===== src/dcache_pkg.sv =====
package dcache_pkg;

    localparam int TAG_W     = 5;
    localparam int INDEX_W   = 8;
    localparam int OFFSET_W  = 3;
    localparam int WORD_W    = 16;
    localparam int ADDR_W    = TAG_W + INDEX_W + OFFSET_W;
    localparam int NUM_BANKS = 4;                    // Also words per line
    localparam int WSEL_W    = $clog2(NUM_BANKS);    // Offset bits 2 to 1

    typedef logic [ADDR_W-1:0]  addr_t;
    typedef logic [WORD_W-1:0]  word_t;
    typedef logic [TAG_W-1:0]   tag_t;
    typedef logic [INDEX_W-1:0] index_t;
    typedef logic [WSEL_W-1:0]  wsel_t;

    typedef struct packed {
        addr_t addr;
        word_t wdata;
        logic  rd;
        logic  wr;
    } cpu_req_t;

    typedef struct packed {
        word_t rdata;
        logic  done;
        logic  hit;
    } cpu_rsp_t;

    typedef struct packed {
        addr_t addr;
        word_t wdata;
        logic  rd;
        logic  wr;
    } mem_req_t;

    typedef enum logic [2:0] {
        st_idle,
        st_writeback,
        st_wb_wait,
        st_fill,
        st_fill_wait,
        st_finish
    } ctrl_state_t;

    function automatic tag_t addr_tag(addr_t a);
        return a[ADDR_W-1 -: TAG_W];
    endfunction

    function automatic index_t addr_index(addr_t a);
        return a[OFFSET_W +: INDEX_W];
    endfunction

    // Bit 0 of the byte address is ignored
    function automatic wsel_t addr_wsel(addr_t a);
        return a[1 +: WSEL_W];
    endfunction

    function automatic addr_t make_addr(tag_t t, index_t i, wsel_t w);
        return {t, i, w, 1'b0};
    endfunction

endpackage


===== src/cache_ctrl.sv =====
`timescale 1ns/1ns

module cache_ctrl #(
    parameter int MEM_LATENCY = 2
) (
    input  logic                             clk,
    input  logic                             reset,
    input  dcache_pkg::cpu_req_t             req,
    output dcache_pkg::cpu_rsp_t             rsp,
    output logic                             stall,
    output dcache_pkg::index_t               arr_index,
    output dcache_pkg::tag_t                 arr_tag,
    output dcache_pkg::wsel_t                arr_word,
    output dcache_pkg::word_t                arr_wdata,
    output logic                             arr_we,
    output logic                             arr_set_dirty,
    input  logic                             arr_hit,
    input  logic                             arr_valid,
    input  logic                             arr_dirty,
    input  dcache_pkg::tag_t                 arr_tag_stored,
    input  dcache_pkg::word_t                arr_rdata,
    output dcache_pkg::mem_req_t             mem_req,
    input  logic [dcache_pkg::NUM_BANKS-1:0] mem_busy,
    input  dcache_pkg::word_t                mem_rdata
);
    import dcache_pkg::*;

    localparam int    LAT_W     = $clog2(MEM_LATENCY + 1);
    localparam wsel_t LAST_WORD = wsel_t'(NUM_BANKS - 1);

    ctrl_state_t      state;
    ctrl_state_t      state_next;
    wsel_t            word_cnt;          // Word of the line being moved
    wsel_t            word_cnt_next;
    logic [LAT_W-1:0] lat_cnt;           // Cycles since the fill strobe
    logic [LAT_W-1:0] lat_cnt_next;

    tag_t   req_tag;
    index_t req_index;
    wsel_t  req_word;
    logic   req_valid;
    logic   bank_free;
    logic   data_back;
    addr_t  victim_addr;
    addr_t  fill_addr;

    assign req_tag   = addr_tag(req.addr);
    assign req_index = addr_index(req.addr);
    assign req_word  = addr_wsel(req.addr);
    assign req_valid = req.rd || req.wr;

    // Banks are interleaved, so the word counter is also the bank number
    assign bank_free = !mem_busy[word_cnt];
    assign data_back = (lat_cnt == LAT_W'(MEM_LATENCY));

    assign victim_addr = make_addr(arr_tag_stored, req_index, word_cnt);
    assign fill_addr   = make_addr(req_tag, req_index, word_cnt);

    always_comb begin
        state_next    = state;
        word_cnt_next = word_cnt;
        lat_cnt_next  = lat_cnt;

        rsp           = '0;
        rsp.rdata     = arr_rdata;

        arr_index     = req_index;
        arr_tag       = req_tag;
        arr_word      = req_word;
        arr_wdata     = req.wdata;
        arr_we        = 1'b0;
        arr_set_dirty = 1'b0;

        mem_req       = '0;
        mem_req.addr  = fill_addr;
        mem_req.wdata = arr_rdata;       // Victim word during write-back

        case (state)
            st_idle: begin
                if (req_valid) begin
                    if (arr_hit) begin
                        rsp.done      = 1'b1;
                        rsp.hit       = 1'b1;
                        arr_we        = req.wr;      // Write hit lands at this edge
                        arr_set_dirty = req.wr;
                    end else if (arr_valid && arr_dirty) begin
                        word_cnt_next = '0;
                        state_next    = st_writeback;
                    end else begin
                        word_cnt_next = '0;
                        state_next    = st_fill;
                    end
                end
            end

            st_writeback: begin
                arr_word     = word_cnt;
                mem_req.addr = victim_addr;
                if (bank_free) begin
                    mem_req.wr    = 1'b1;
                    word_cnt_next = word_cnt + 1'b1;  // Wraps to word 0 for the fill
                    if (word_cnt == LAST_WORD) begin
                        state_next = st_wb_wait;
                    end
                end
            end

            // Let every victim write retire before the line is read back
            st_wb_wait: begin
                if (mem_busy == '0) begin
                    state_next = st_fill;
                end
            end

            st_fill: begin
                if (bank_free) begin
                    mem_req.rd   = 1'b1;
                    lat_cnt_next = LAT_W'(1);
                    state_next   = st_fill_wait;
                end
            end

            st_fill_wait: begin
                arr_word  = word_cnt;
                arr_wdata = mem_rdata;
                if (data_back) begin
                    arr_we        = 1'b1;        // Clean copy, tag and valid set
                    word_cnt_next = word_cnt + 1'b1;
                    if (word_cnt == LAST_WORD) begin
                        state_next = st_finish;
                    end else begin
                        state_next = st_fill;
                    end
                end else begin
                    lat_cnt_next = lat_cnt + 1'b1;
                end
            end

            st_finish: begin
                rsp.done      = 1'b1;            // Miss completes with hit low
                arr_we        = req.wr;
                arr_set_dirty = req.wr;
                state_next    = st_idle;
            end

            default: begin
                state_next = st_idle;
            end
        endcase
    end

    assign stall = (state != st_idle || req_valid) && !rsp.done;

    always_ff @(posedge clk) begin
        if (reset) begin
            state    <= st_idle;
            word_cnt <= '0;
            lat_cnt  <= '0;
        end else begin
            state    <= state_next;
            word_cnt <= word_cnt_next;
            lat_cnt  <= lat_cnt_next;
        end
    end

endmodule


===== config.mk =====
export PLATFORM = sky130hd
export DESIGN_NAME = cache_ctrl
export DESIGN_NICKNAME = d
export VERILOG_FILES = /design/src/dcache_pkg.sv /design/src/cache_ctrl.sv
export SDC_FILE = /design/constraint.sdc
export NUM_CORES = 1
export LEC_CHECK = 0
export BUFFER_PORTS_ARGS = -buffer_cell sky130_fd_sc_hd__buf_2
export CAP_MARGIN = 20
export CORE_MARGIN = 5
export CORE_UTILIZATION = 33
export DETAILED_ROUTE_END_ITERATION = 10
export PLACE_DENSITY = 0.82
export SYNTH_ARGS = -nofsm -noshare
export SYNTH_HDL_FRONTEND = slang
export SYNTH_SLANG_ARGS = --single-unit

===== constraint.sdc =====
create_clock -name clk -period 2.4 [get_ports clk]
set_input_delay 0.12 -clock clk [delete_from_list [all_inputs] [get_ports clk]]
set_output_delay 0.12 -clock clk [all_outputs]
set_load 0.01 [all_outputs]

==> Flow_metrics.wiki <==
{| class="wikitable"
! Metric !! Value
|-
| Result of the run || completed
|-
| Cell-by-cell trace of the critical path || or3b_1 > nand2_1 > nand2_1 > buf_2
|-
| Number of top-level pins || 166
|-
| Antenna Cells || 0
|-
| Syn Nets || 270
|-
| Number of design-rule violations left by the first detailed-router iteration || 20
|-
| Adder-cell share of the synthesized area || between 1.5 and 2%
|-
| Number of global-route vias before repair || between 1000 and 1500
|-
| Post-synthesis cell area || 1330 um^2
|-
| Max Cap Violations || 0
|-
| GRT overflow || 0
|-
| Y dimension of the die || 73.5 um
|-
| Number of resized instances in the post-cts repair step || 0
|-
| Total of endpoints with negative setup slack in the final report || 0
|-
| Wire length of the first global-routing pass || 5.17 mm
|-
| Number of max-slew violations in the final report || 0
|-
| Highest-delay cell along the critical path || sky130_fd_sc_hd__or3b_1
|-
| DRC violation count after routing || 0
|-
| Port Buffers || 91
|-
| Buffers inserted by post-CTS timing repair || 0
|-
| Share of synthesized flip-flops with an asynchronous set or reset || 0%
|-
| Required time of the critical path || ~2300 ps
|-
| Cts bufs inserted || 3
|-
| Simple-gate share of the synthesized area || a little under a third
|-
| Number of routed nets with antenna violations || 0
|-
| Pin count of the biggest net entering global routing || 20
|-
| Number of buffers added to fix hold violations after cts || 0
|-
| Skew-Pair Late Insertion Delay || 220 ps
|-
| Top FF cell, synth || sky130_fd_sc_hd__dfxtp_1
|-
| Pwr dens || 707 nW/um^2
|-
| Dominant combinational cell family by area after synthesis || buffers and inverters
|-
| Compound-Gate Fraction of Synth Area || 12.9%
|-
| Die span in x || 73.5 um
|-
| Area share of the leading cell type in the synthesized netlist || 31.1%
|-
| Buffering stage count on the worst path with inverters included || 1
|-
| Number of enable-type register cells in the synthesized netlist || 0
|-
| Remaining max-slew budget at the tightest pin || 59.2%
|-
| Final Wtd Congestion || 0.894
|-
| Yosys top cell by area || sky130_fd_sc_hd__buf_4
|-
| Proportion of layout cells with a drive suffix above 1 || 51.1%
|-
| P&R area growth vs syn || 9.60%
|-
| Warnings, synthesis || 0
|-
| Placement Cell Area || between 1000 and 1500 um^2
|-
| Dominant cell type by count on the critical path || sky130_fd_sc_hd__nand2_1
|-
| Count of final hold-check violations || 0
|-
| Type of the worst min-delay path || in -> reg
|-
| Final Instance Area || ~1500 um^2
|-
| Sequential cell area fraction in the yosys report || 10.5%
|-
| Core Region || 3940 um^2
|-
| Library cells used by synthesis || 41
|-
| Maximum VDD drop || around 0.38 mV
|-
| Initial standard-cell utilization of the core || 33.7%
|-
| Average wire per cell in the routed design || 12.7 um
|-
| Type of element launching the critical path || flip-flop
|-
| Cells after Synth || 188
|-
| Slew @ Worst Pin || 612 ps
|-
| Final period util || approximately 80%
|-
| Final min period || 1960 ps
|-
| Avg Cell Area, Syn || 7.07 um^2
|-
| Number of levels in the clock H-tree || 1
|-
| FF+latch count, synth || 7
|-
| Detailed-route wire length || 3.47 mm
|-
| Routed via count || 1228
|-
| Multiplexer fraction of the synthesized cell area || slightly above 9%
|-
| Top area cells in the synthesized netlist || sky130_fd_sc_hd__buf_4 31%, sky130_fd_sc_hd__nand2_1 16%, sky130_fd_sc_hd__dfxtp_1 11%, sky130_fd_sc_hd__mux2_2 5.9%, sky130_fd_sc_hd__nor3b_4 2.8%
|-
| Total Nets Final || about 310
|-
| Number of iterations in the first detailed-routing pass || 4
|-
| Final-layout setup total negative slack || 0 ps
|-
| Total Die Area || 5400 um^2
|-
| Clock slew at the register clock pins of the worst setup and hold paths || 40 ps
|-
| Clock sink total || 7
|-
| Num rows || 23
|-
| Clock Path Buffers || 2
|-
| Largest stage delay on the critical path || roughly 670 ps
|-
| Leakage power figure || slightly below 0.8 nW
|-
| Worst Setup Path Type || reg -> out
|-
| Initial antenna violation count || 0
|-
| TritonCTS clock tree || yes
|-
| Data arrival time at the worst-slack endpoint || 1840 ps
|-
| Crit-path max FO || 19
|-
| Clock Root Buffer || sky130_fd_sc_hd__clkbuf_8
|-
| Unrepaired setup endpoints after global routing || no
|-
| All-Layer GR Usage || 11.8%
|-
| Detailed-placement wirelength estimate || 2.88 mm
|-
| Top-count cell post-synth || sky130_fd_sc_hd__nand2_1
|-
| Leading post-synthesis cells by instance count || 56 x sky130_fd_sc_hd__nand2_1, 55 x sky130_fd_sc_hd__buf_4, 7 x sky130_fd_sc_hd__dfxtp_1, 7 x sky130_fd_sc_hd__mux2_2, 7 x sky130_fd_sc_hd__nor2_1
|-
| Kind of end point of the critical path || output port
|-
| Clock skew || 1.15 ps
|-
| Delay-heaviest family, CP || simple AND/OR/NAND/NOR gates
|-
| Per-cell via count in the routed design || ~4.5
|-
| Achievable clock frequency || 511 MHz
|-
| Fillcell total || about 430
|-
| Post-Synth XOR/XNOR Area || 0%
|}
logic make-up (layout without fill, tap and decap cells):
family,after synthesis,count (layout)
multiplexers,10,10
adder cells (fa/ha/maj),2,2
other,1,1
flip-flops,7,7
AO/OA/AOI/OAI,21,21
AND/OR/NAND/NOR,83,83
buffers and inverters,64,99
through the flow:
stage               hold slack [ps]  total power [mW]  util [%]  setup slack (ps)  std cells
detailed placement              240             0.869      35.8               546        269
finish                          190              1.03      36.9               444        273
CTS                             176              1.04      36.9               410        273
floorplan                       332             0.754         -               627        188
global placement                240             0.852      35.8               611        269
global route                    203              1.12      36.9               283        273
flip-flops by register name, summed over array words and instances (netlist names):
signal	count
state	3
word_cnt	2
lat_cnt	2
routing by layer:
layer / vias up / GRT usage [%] / part of all wire, %
li1: 644 / - / -
met1: 533 / 14.7 / 41
met2: 41 / 18.6 / 50
met3: 10 / 4.65 / 8.2
met4: 0 / 3.42 / 1.2
met5: - / 0 / 0
cell type report:
type | instances | area [um^2] | area share, %
Timing Repair Buffer | 93 | 470 | 32.3
Clock buffer | 4 | 45.0 | 3.09
Tap cell | 50 | 62.6 | 4.30
Multi-Input combinational cell | 117 | 731 | 50.2
Inverter | 2 | 7.51 | 0.515
Sequential cell | 7 | 140 | 9.62
worst register-to-register path: cells and delay by family, from the launching register on:
family | cells | cell delay, ps
and+or+nand+nor | 2 | 980
DFF | 1 | 560
AOI/OAI and AO/OA | 2 | 210
power by group:
| group | internal, mW | total, mW | switching (mW) | leakage, nW |
|---|---|---|---|---|
| Combinational | 0.325 | 0.656 | 0.332 | 0.711 |
| Sequential | 0.142 | 0.209 | 0.0668 | 0.0571 |
| Clock | 0.115 | 0.165 | 0.0503 | 0.0228 |
cell usage in the layout (no fill, tap or decap), types with 2 or more instances in the layout:
cell type	synthesis	layout
sky130_fd_sc_hd__o21bai_1	2	2
sky130_fd_sc_hd__dfxtp_1	7	7
sky130_fd_sc_hd__a21o_1	2	2
sky130_fd_sc_hd__buf_2	3	91
sky130_fd_sc_hd__nor2b_1	3	3
sky130_fd_sc_hd__or3b_1	2	2
sky130_fd_sc_hd__nand2_1	56	56
sky130_fd_sc_hd__buf_4	55	2
sky130_fd_sc_hd__nor3b_1	2	2
sky130_fd_sc_hd__and3_2	2	2
sky130_fd_sc_hd__a21oi_1	5	5
sky130_fd_sc_hd__ha_1	2	2
sky130_fd_sc_hd__nor3b_4	2	2
sky130_fd_sc_hd__inv_1	2	2
sky130_fd_sc_hd__nand2b_1	3	3
sky130_fd_sc_hd__mux2_2	7	7
sky130_fd_sc_hd__nor2_1	7	7
sky130_fd_sc_hd__clkbuf_8	0	3
path summary, 6_finish.rpt:
path / from / end / slack, ps / depth (start not counted)
max reg2reg: state[2] / lat_cnt[0] / 540 / 4
max: state[2] / arr_wdata[2] / 440 / 4
min reg2reg: lat_cnt[1] / lat_cnt[1] / 490 / 2
min: reset / state[1] / 190 / 2
(Power assumes the default switching activity.)
